<file path="src/logic/melbank_cfg.svh">
`ifndef MELBANK_CFG_SVH
`define MELBANK_CFG_SVH

// Frame geometry
`define MEL_NUM_BINS  240   // Power bins per frame
`define MEL_NUM_BANKS 40    // Triangular filters per frame
`define MEL_SPACING   6     // Bins between adjacent filter peaks

// Word widths
`define MEL_SPEC_W 24       // One power bin
`define MEL_ACC_W  32       // Products and accumulators
`define MEL_LOG_W  16       // Q8.8 log2 code

`endif

</file>
<file path="src/logic/melbank_pkg.sv">
`include "melbank_cfg.svh"

package melbank_pkg;

    typedef logic [`MEL_SPEC_W-1:0] spec_t;  // Unsigned power bin
    typedef logic [15:0]            weight_t; // Q1.15, 32768 is unity
    typedef logic [`MEL_ACC_W-1:0]  acc_t;    // Product and sum word
    typedef logic [`MEL_LOG_W-1:0]  log_t;    // Q8.8 log2 code

    // round(256 * log2(1 + i/32)) for i = 0..31
    localparam logic [7:0] LOG_FRAC_LUT [32] = '{
        8'd0,   8'd11,  8'd22,  8'd33,  8'd44,  8'd54,  8'd63,  8'd73,
        8'd82,  8'd92,  8'd100, 8'd109, 8'd118, 8'd126, 8'd134, 8'd142,
        8'd150, 8'd157, 8'd165, 8'd172, 8'd179, 8'd186, 8'd193, 8'd200,
        8'd207, 8'd213, 8'd220, 8'd226, 8'd232, 8'd238, 8'd244, 8'd250
    };

    // Fractional part of the log for a 5-bit mantissa below the leading one
    function automatic logic [7:0] log_frac(input logic [4:0] idx);
        return LOG_FRAC_LUT[idx];
    endfunction

endpackage

</file>
<file path="src/logic/bank_store.sv">
`include "melbank_cfg.svh"

module bank_store (
    input  logic              clk,
    input  logic              reset,
    input  logic              push,
    input  logic              push_last,
    input  melbank_pkg::log_t code,
    output melbank_pkg::log_t bands [`MEL_NUM_BANKS],
    output logic              frame_done
);

    localparam int TOP = `MEL_NUM_BANKS - 1;

    always_ff @(posedge clk or posedge reset) begin
        if (reset) begin
            for (int i = 0; i < `MEL_NUM_BANKS; i++) begin
                bands[i] <= '0;
            end
        end else if (push) begin
            for (int i = 0; i < TOP; i++) begin
                bands[i] <= bands[i+1];                // Older filters move toward index 0
            end
            bands[TOP] <= code;                        // Newest filter enters on top
        end
    end

    // Bank is complete once the last filter of the frame is in
    always_ff @(posedge clk or posedge reset) begin
        if (reset) begin
            frame_done <= 1'b0;
        end else begin
            frame_done <= push & push_last;
        end
    end

endmodule

</file>
<file path="src/logic/energy_log.sv">
module energy_log (
    input  melbank_pkg::acc_t energy,
    output melbank_pkg::log_t code
);

    localparam int ACC_W  = $bits(melbank_pkg::acc_t);
    localparam int LEAD_W = $clog2(ACC_W);
    localparam int HALF_W = $bits(melbank_pkg::log_t) / 2;

    logic [LEAD_W-1:0] lead;                           // Index of the leading one
    melbank_pkg::acc_t norm;                           // Leading one moved to the MSB
    logic [4:0]        mant;
    logic [7:0]        frac;

    // Priority encoder, highest set bit wins
    always_comb begin
        lead = '0;
        for (int i = 0; i < ACC_W; i++) begin
            if (energy[i]) begin
                lead = LEAD_W'(i);
            end
        end
    end

    // Left shift zero-fills the mantissa when fewer than five bits sit below the lead
    assign norm = energy << ((ACC_W - 1) - int'(lead));
    assign mant = norm[ACC_W-2 -: 5];
    assign frac = melbank_pkg::log_frac(mant);

    always_comb begin
        if (energy == '0) begin
            code = '0;                                 // log of zero pinned to code 0
        end else begin
            code = {HALF_W'(lead), HALF_W'(frac)};     // Q8.8 integer and fraction
        end
    end

endmodule

</file>
<file path="src/logic/mel_filterbank.sv">
`include "melbank_cfg.svh"

module mel_filterbank (
    input  logic               clk,
    input  logic               reset,
    input  melbank_pkg::spec_t spec_in,
    output melbank_pkg::log_t  bands [`MEL_NUM_BANKS],
    output logic               frame_done
);

    melbank_pkg::weight_t weight;
    logic                 peak;
    logic                 frame_first;
    melbank_pkg::acc_t    energy;                      // Finished filter sum
    logic                 push;
    logic                 push_last;
    melbank_pkg::log_t    code;

    mel_weight_rom u_weight_rom (
        .clk         (clk),
        .reset       (reset),
        .weight      (weight),
        .peak        (peak),
        .frame_first (frame_first)
    );

    tri_accum u_tri_accum (
        .clk         (clk),
        .reset       (reset),
        .spec_in     (spec_in),
        .weight      (weight),
        .peak        (peak),
        .frame_first (frame_first),
        .energy      (energy),
        .push        (push),
        .push_last   (push_last)
    );

    energy_log u_energy_log (
        .energy (energy),
        .code   (code)
    );

    bank_store u_bank_store (
        .clk        (clk),
        .reset      (reset),
        .push       (push),
        .push_last  (push_last),
        .code       (code),
        .bands      (bands),
        .frame_done (frame_done)
    );

endmodule

</file>
<file path="src/logic/mel_weight_rom.sv">
`include "melbank_cfg.svh"

module mel_weight_rom (
    input  logic                 clk,
    input  logic                 reset,
    output melbank_pkg::weight_t weight,
    output logic                 peak,
    output logic                 frame_first
);

    localparam int CNT_W = $clog2(`MEL_NUM_BINS);
    localparam melbank_pkg::weight_t WEIGHT_ONE = 16'd32768; // 1.0 in Q1.15

    logic [CNT_W-1:0]     bin_cnt;                    // Bin being sampled this cycle
    melbank_pkg::weight_t weight_rom [`MEL_NUM_BINS];

    if (`MEL_NUM_BINS != `MEL_NUM_BANKS * `MEL_SPACING) begin : g_geometry_check
        $error("MEL_NUM_BINS must equal MEL_NUM_BANKS * MEL_SPACING");
    end

    // Linear rising ramp between peaks, unity at each peak
    for (genvar b = 0; b < `MEL_NUM_BINS; b++) begin : g_rom
        localparam int K = b % `MEL_SPACING;
        assign weight_rom[b] = (K == 0) ? WEIGHT_ONE
                                        : melbank_pkg::weight_t'((K * 32768) / `MEL_SPACING);
    end

    always_ff @(posedge clk or posedge reset) begin
        if (reset) begin
            bin_cnt <= '0;
        end else if (bin_cnt == CNT_W'(`MEL_NUM_BINS - 1)) begin
            bin_cnt <= '0;                            // Frames follow back to back
        end else begin
            bin_cnt <= bin_cnt + 1'b1;
        end
    end

    assign weight      = weight_rom[bin_cnt];
    assign peak        = (weight == WEIGHT_ONE);      // Only the peak bins carry unity
    assign frame_first = (bin_cnt == '0);

endmodule

</file>
<file path="src/logic/tri_accum.sv">
module tri_accum (
    input  logic                 clk,
    input  logic                 reset,
    input  melbank_pkg::spec_t   spec_in,
    input  melbank_pkg::weight_t weight,
    input  logic                 peak,
    input  logic                 frame_first,
    output melbank_pkg::acc_t    energy,
    output logic                 push,
    output logic                 push_last
);

    localparam int SPEC_W = $bits(melbank_pkg::spec_t);
    localparam int PROD_W = SPEC_W + $bits(melbank_pkg::weight_t);

    // Multiplier input registers
    melbank_pkg::spec_t   spec_q;
    melbank_pkg::weight_t weight_q;
    logic                 peak_q;
    logic                 first_q;

    // First product stage
    logic [PROD_W-1:0]    full_prod;
    melbank_pkg::acc_t    prod_a;
    melbank_pkg::acc_t    comp_a;
    melbank_pkg::spec_t   spec_d;                      // Input aligned with prod_a
    logic                 peak_d1;
    logic                 first_d1;

    // Second product stage
    melbank_pkg::acc_t    prod_b;
    melbank_pkg::acc_t    comp_b;
    logic                 peak_d2;
    logic                 first_d2;

    // Shared rising and falling sums
    melbank_pkg::acc_t    asc;
    melbank_pkg::acc_t    desc;

    assign full_prod = PROD_W'(spec_q) * PROD_W'(weight_q);
    assign comp_a    = melbank_pkg::acc_t'(spec_d) - prod_a; // Falling side share

    always_ff @(posedge clk or posedge reset) begin
        if (reset) begin
            spec_q   <= '0;
            weight_q <= '0;
            peak_q   <= 1'b0;
            first_q  <= 1'b0;
            prod_a   <= '0;
            spec_d   <= '0;
            peak_d1  <= 1'b0;
            first_d1 <= 1'b0;
            prod_b   <= '0;
            comp_b   <= '0;
            peak_d2  <= 1'b0;
            first_d2 <= 1'b0;
            asc      <= '0;
            desc     <= '0;
        end else begin
            spec_q   <= spec_in;
            weight_q <= weight;
            peak_q   <= peak;
            first_q  <= frame_first;

            prod_a   <= melbank_pkg::acc_t'(full_prod[PROD_W-1:15]); // Drop Q1.15 scale
            spec_d   <= spec_q;
            peak_d1  <= peak_q;
            first_d1 <= first_q;

            prod_b   <= prod_a;
            comp_b   <= comp_a;
            peak_d2  <= peak_d1;
            first_d2 <= first_d1;

            if (peak_d2) begin
                asc  <= '0;                             // Next filter starts rising
                desc <= asc + prod_b;                   // Rising side plus full peak
            end else begin
                asc  <= asc + prod_b;
                desc <= desc + comp_b;
            end
        end
    end

    // desc still holds the finished filter while the peak is in stage two
    assign energy    = desc;
    assign push      = peak_d2;
    assign push_last = peak_d2 & first_d2;             // Bin 0 peak closes the last filter

endmodule

</file>
<file path="config.mk">
export PLATFORM = sky130hd
export DESIGN_NAME = mel_filterbank
export DESIGN_NICKNAME = d
export VERILOG_FILES = /design/src/logic/melbank_pkg.sv /design/src/logic/bank_store.sv /design/src/logic/energy_log.sv /design/src/logic/mel_filterbank.sv /design/src/logic/mel_weight_rom.sv /design/src/logic/tri_accum.sv
export VERILOG_INCLUDE_DIRS = /design/src /design/src/logic
export SDC_FILE = /design/constraint.sdc
export NUM_CORES = 2
export LEC_CHECK = 0
export BUFFER_PORTS_ARGS = -buffer_cell sky130_fd_sc_hd__buf_2
export CAP_MARGIN = 20
export CORE_MARGIN = 4
export CORE_UTILIZATION = 40
export CTS_BUF_LIST = sky130_fd_sc_hd__clkbuf_2 sky130_fd_sc_hd__clkbuf_4 sky130_fd_sc_hd__clkbuf_8
export DETAILED_ROUTE_END_ITERATION = 8
export GPL_TIMING_DRIVEN = 0
export PLACE_DENSITY = 0.64
export SLEW_MARGIN = 20
export SYNTH_ARGS = -nofsm -noshare
export SYNTH_HDL_FRONTEND = slang
export SYNTH_SLANG_ARGS = --single-unit
</file>
<file path="constraint.sdc">
create_clock -name clk -period 50.7 [get_ports clk]
set_clock_uncertainty 0.15 [all_clocks]
set_input_delay 2.535 -clock clk [delete_from_list [all_inputs] [get_ports clk]]
set_output_delay 2.535 -clock clk [all_outputs]
set_load 0.02 [all_outputs]
</file>
Word level (Yosys, flattened, before mapping)
Memories as Yosys holds them, arrays and structs flattened.
Cells that the tools add are included.

operators by class
  equality and inequality tests = 2
  shift operators = 1
  reductions and logical operators = 2
  multiplexer cells = 39
  $add $sub $neg = 5
  $lt $le $gt $ge = 2
  $mul = 1
  bitwise operators = 4

operators with widths
  cell                    count
  $mux W5                 16
  $mux W32                2
  $mul A24 B16 Y40        1
  $add A32 B25 Y32        1
  $add A32 B32 Y32        1
  $logic_not A32 Y1       1
  $mux W16                2
  $mux W4                 8
  $shl A32 B32 Y31        1
  $sub A24 B25 Y26        1
  $mux W8                 3
  $eq A16 B16 Y1 const B  1
  $mux W13                1
  $mux W3                 4
  $ge A9 B9 Y1 const B    1
  $not A8 Y9              1
  $add A8 B1 Y8 const B   1
  $eq A8 B8 Y1 const B    1
  $logic_not A8 Y1        1
  $ge A6 B6 Y1 const B    1
  $not A5 Y6              1
  $sub A5 B5 Y6 const A   1
  $mux W2                 2
  $and A1 B1 Y1           2
  $mux W1                 1

word-level totals
  word-level logic and storage cells = 114
  bits of input ports = 26
  memories = 2
  output and inout port bits = 641
  bits in read-only memories = 4352
  flip-flop bits (word level) = 865

memories
  memory            words  bits a word  read ports  clocked after Yosys merged registers in  write ports  line                  source
  (name not given)  256    16           1           0                                        0            mel_weight_rom.sv:38  assign weight = weight_rom[bin_cnt];
  (name not given)  32     8            1           0                                        0            melbank_pkg.sv:20     return LOG_FRAC_LUT[idx];

Logic depth before layout (Yosys ltp)
  depth after elaboration = 38
  gate-level depth with buffers = 28
  mapped depth without buffers = 27

By module
From an unflattened synthesis, not the netlist that was laid out.

second synthesis, totals
  cells, all modules = 4115
  area, all modules = 49170.9 um2

modules (own cells, without submodules)
  module          sequential area each (um2)  cells each  instances  area an instance (um2)
  bank_store      16040.4                     1354        1          23953.0
  tri_accum       5255.0                      2223        1          21484.4
  energy_log      0.0                         362         1          2421.1
  mel_weight_rom  200.2                       176         1          1312.5

Worst setup path after synthesis
Ideal clock, no wire load.

  path type = register -> register
  from = register u_tri_accum.weight_q[13]
  to = register u_tri_accum.prod_a[24]
  clock period less this slack = 6.990 ns
  path buffers = 1
  slack = 43.710 ns
  cell stages (with the launch flop) = 25
  library setup time = 0.080 ns
  data required time = 50.470 ns
  data arrival time = 6.761 ns
  path through = dfrtp_1 -> clkbuf_1 -> nand2_1 -> inv_1 -> fa_1 -> fa_1 -> inv_1 -> fa_1 -> fa_1 -> inv_1 -> fa_1 -> inv_1 -> fa_1 -> inv_1 -> ha_1 -> a2111oi_0 -> a21oi_1 -> o21ai_0 -> o21a_1 -> o21ai_0 -> a31o_2 -> a311oi_1 -> nor3_1 -> a2111oi_0 -> xnor2_1

between the ends
  longest elaborated chain between the ends = 1

RTL lines
  what                           line             source
  from (decl)                    tri_accum.sv:18  melbank_pkg::weight_t weight_q;
  from (signal assigned)         tri_accum.sv:61  weight_q <= weight;
  $mul A24 B16 Y40               tri_accum.sv:40  assign full_prod = PROD_W'(spec_q) * PROD_W'(weight_q);
  via u_tri_accum.full_prod[39]  tri_accum.sv:23  logic [PROD_W-1:0] full_prod;
  to (signal assigned)           tri_accum.sv:65  prod_a <= melbank_pkg::acc_t'(full_prod[PROD_W-1:15]);
  to (decl)                      tri_accum.sv:24  melbank_pkg::acc_t prod_a;

The timed path passes the listed nets, and every way through them passes these cells.
A chain may end at the register's enable or synchronous reset.

Final worst setup path
Ends and elaborated chain as after synthesis.

==> impl_results.md <==
* Worst-case headroom to the max-slew limit at 36.4%
* Number of clock sinks seen by CTS at 727
* Predominant post-synthesis flop cell: sky130_fd_sc_hd__dfrtp_1
* Min-Delay Path Depth at 0
* Status: finished clean
* CTS Buf Count at 130
* Maximum root-to-sink buffer count at 3
* Average wire length per cell after detail routing at a little over 20 um
* CTS resizes at 0
* Ports at between 600 and 700
* Number of flops mapped to enable cells by yosys at 0
* Number of nets still failing antenna checks after routing at 0
* Combined global-route utilization of all metal layers at between 20% and 30%
* Number of buffers inserted by hold repair at cts at 0
* CTS H-tree lvls at 4
* Final setup vio count at 0
* Area of the placeable core at roughly 100000 um2
* Final worst path period need at between 8 and 9 ns
* DP Cell Count at between 5000 and 6000
* Die width at 329 um
* Pleak at around 26 nW
* Drt via density at 4.96
* Maximum clock frequency at around 120 MHz
* Mean post-synth cell area at 12.0 um2
* Area delta synth->final at 19.3%
* Later-pin clock latency in the skew report at 0.79 ns
* Clock tree from TritonCTS: yes
* Final-stage net count at 4724
* Number of standard-cell rows in the floorplan at 117
* First-pass GRT wire length at roughly 180000 um
* R2R cell count at 24
* Antenna violations before repair at 5
* CTS Root Buffer Type: sky130_fd_sc_hd__clkbuf_8
* CP Data Arrival Time at 9.18 ns
* Element type at the critical path end: flop
* Total power of the final layout at 0.00219 W
* Wire length reported by the detailed router at 116000 um
* Chip Height at 329 um
* Detailed-routing iteration count for the pre-antenna-repair pass at 5
* Pin count of the biggest net entering global routing at 103
* Grt ovf at 0
* Maximum vdd drop at 25.9 uV
* Number of remaining DRC errors at 0
* Max Cap Viol at 0
* Required time of the critical path at 51.25 ns
* Total count of hold-check failures in the final report at 0
* Number of global-route vias before repair at 28900
* Register Area at 18200 um2
* Layout fillers at 9264
* Final worst hold slack at 0.199 ns
* Starting density of the core at 40.4%
* Number of pins exceeding their max-slew limit in the final report at 0
* Fraction of final layout cells with drive strength greater than 1 at 33.6%
* Synth Instances at 3427
* RSZ-0062 raised after global routing: no
* Area of the multi-input gates at 20700 um2
* Critical Setup Path Class: reg2reg
* Period Utilization, post-route at 17.0%
* Post-CTS setup repair buffer count at 0
* Count of cell types in the netlist at 82
* Share of synthesized flip-flops with an asynchronous set or reset at 100%
* HPWL Detailed at roughly 92000 um
* Leading cell type in the layout, fill and taps excluded: sky130_fd_sc_hd__dfrtp_1
* Number of input and output port buffers inserted at around 550
* Global placer's final weighted congestion at 0.917
* Class of the most critical hold timing path: reg2reg
* Sequential-to-total area share from yosys stat at 44.1%
* CP Max Fanout at 10
* Total power density per cell area at 44.5 nW/um2
* Synth warn at 0
* Final cell count without fillers at 5703
* Measured slew at the worst slew-check pin at 0.954 ns
* Critical path launch point type: flop
* Violation count after the first detailed-routing iteration at 1570
* Vias post-DR at 28300
* Sum of negative setup slack at 0 ns
* Total Die Area at 108000 um2
* Clk slew on worst S/H paths at 0.05 ns
* Leading cell types in the layout, fill and taps excluded: sky130_fd_sc_hd__dfrtp_1 (727), sky130_fd_sc_hd__buf_2 (553), sky130_fd_sc_hd__mux2_2 (512)
* Synthesized area at between 40000 and 50000 um2
* Total of flip-flops plus latches after synthesis at 727
-- layout make-up --
type,instances,area share (%)
buffer,230,2.74
sequential,727,37.0
tap,1368,3.48
antenna,3,0.0153
inverter,389,2.99
clock inverter,31,0.745
timing repair buffer,554,6.00
clock buffer,201,5.04
multi-input combinational,2200,42.0
-- power breakdown --
group / switching [W] / total (W) / internal [W] / leakage, nW
registers: 0.0000800 / 0.000756 / 0.000676 / 9.40
logic: 0.000490 / 0.000839 / 0.000349 / 14.6
clock network: 0.000256 / 0.000592 / 0.000336 / 1.51
-- stage by stage --
| step | instance area [um2] | utilization (%) | worst slack, ns |
|---|---|---|---|
| floorplan | 41700 | - | 27.62 |
| global placement | 46100 | 45.2 | 19.11 |
| detailed placement | 46300 | 45.4 | 42.04 |
| CTS | 49200 | 48.2 | 41.98 |
| global route | 49200 | 48.2 | 41.49 |
| finish | 49200 | 48.2 | 42.07 |
-- flip-flops by register name, summed over array words and instances, names as in the netlist --
signal,cells
u_bank_store.bands,520
u_tri_accum.asc,32
u_tri_accum.energy,32
u_tri_accum.comp_b,26
u_tri_accum.prod_a,25
u_tri_accum.prod_b,25
u_tri_accum.spec_d,24
u_tri_accum.spec_q,24
u_weight_rom.bin_cnt,8
u_tri_accum.weight_q,4
u_bank_store.frame_done,1
u_tri_accum.first_d1,1
u_tri_accum.first_d2,1
u_tri_accum.first_q,1
u_tri_accum.peak_d1,1
u_tri_accum.peak_q,1
u_tri_accum.push,1
-- layer usage --
metal | part of all wire (%) | GRT usage (%) | wire (um)
met3 | 6.2 | 4.09 | 7140
met1 | 42 | 26.9 | 48100
met5 | 0 | 0 | 0
met4 | 3.6 | 7.99 | 4170
met2 | 49 | 35.3 | 56200
-- path summary, 6_finish.rpt --
kind	end	from	slack, ns
worst max-delay path	u_tri_accum.prod_a[24]$_DFF_PP0_	u_tri_accum.weight_q[13]$_DFF_PP0_	42.07
worst min-delay path	u_tri_accum.peak_d1$_DFF_PP0_	u_tri_accum.peak_q$_DFF_PP0_	0.20
worst max register to register	u_tri_accum.prod_a[24]$_DFF_PP0_	u_tri_accum.weight_q[13]$_DFF_PP0_	42.07
worst min register to register	u_tri_accum.peak_d1$_DFF_PP0_	u_tri_accum.peak_q$_DFF_PP0_	0.20
max in group asynchronous	u_bank_store.bands[7]$_DFFE_PP0P_	reset	46.72
min in group asynchronous	u_tri_accum.spec_q[8]$_DFF_PP0_	reset	1.55
-- cells in the mapped netlist, types with 9 or more instances --
library cell                 n  area, um2
sky130_fd_sc_hd__o31ai_1     9       67.6
sky130_fd_sc_hd__a211oi_1   16        120
sky130_fd_sc_hd__nor2b_1    22        138
sky130_fd_sc_hd__and3_1     12       75.1
sky130_fd_sc_hd__or3_1      19        119
sky130_fd_sc_hd__ha_1      202       2530
sky130_fd_sc_hd__inv_1     386       1450
sky130_fd_sc_hd__and2_1     41        257
sky130_fd_sc_hd__nand2b_1   24        150
sky130_fd_sc_hd__o21ai_0   100        500
sky130_fd_sc_hd__clkbuf_1   93        349
sky130_fd_sc_hd__a21o_1     32        240
sky130_fd_sc_hd__o21bai_1   17        128
sky130_fd_sc_hd__xnor2_1    62        543
sky130_fd_sc_hd__nor2_1    137        514
sky130_fd_sc_hd__dfrtp_1   727      18200
sky130_fd_sc_hd__nor3_1     31        155
sky130_fd_sc_hd__nand2_1   176        661
sky130_fd_sc_hd__nor4_1     10       62.6
sky130_fd_sc_hd__fa_1      264       5290
sky130_fd_sc_hd__xor2_1     47        412
sky130_fd_sc_hd__a21oi_1   118        591
sky130_fd_sc_hd__nand3_1    32        160
sky130_fd_sc_hd__buf_4     123        923
sky130_fd_sc_hd__mux2i_1    34        340
sky130_fd_sc_hd__o211ai_1   21        158
sky130_fd_sc_hd__a31oi_1    14       87.6
sky130_fd_sc_hd__mux2_2    512       5770
-- critical path, stage by stage (launching register included) --
cell	delay, ns
sky130_fd_sc_hd__dfrtp_1	0.61
sky130_fd_sc_hd__clkbuf_1	0.61
sky130_fd_sc_hd__nand2_1	0.24
sky130_fd_sc_hd__inv_1	0.23
sky130_fd_sc_hd__fa_1	0.53
sky130_fd_sc_hd__fa_1	0.56
sky130_fd_sc_hd__inv_1	0.05
sky130_fd_sc_hd__fa_1	0.48
sky130_fd_sc_hd__fa_1	0.58
sky130_fd_sc_hd__inv_1	0.06
sky130_fd_sc_hd__fa_1	0.47
sky130_fd_sc_hd__inv_1	0.05
sky130_fd_sc_hd__fa_1	0.48
sky130_fd_sc_hd__inv_1	0.04
sky130_fd_sc_hd__ha_1	0.18
sky130_fd_sc_hd__a2111oi_0	0.37
sky130_fd_sc_hd__a21oi_1	0.20
sky130_fd_sc_hd__o21ai_0	0.53
sky130_fd_sc_hd__o21a_1	0.26
sky130_fd_sc_hd__o21ai_0	0.23
sky130_fd_sc_hd__a31o_2	0.37
sky130_fd_sc_hd__a311oi_1	0.46
sky130_fd_sc_hd__nor3_1	0.13
sky130_fd_sc_hd__a2111oi_0	0.49
sky130_fd_sc_hd__xnor2_1	0.17
-- cells by family after synthesis --
group | Yosys count | synth area share, %
flops | 727 | 44.1
buf+inv | 619 | 6.82
mux | 548 | 14.9
simple gates | 531 | 6.11
fa+ha+maj | 466 | 19.0
compound gates | 426 | 6.75
xor+xnor | 109 | 2.32
other cells | 1 | 0.00910
No activity file was read; power rests on OpenSTA's default activity.
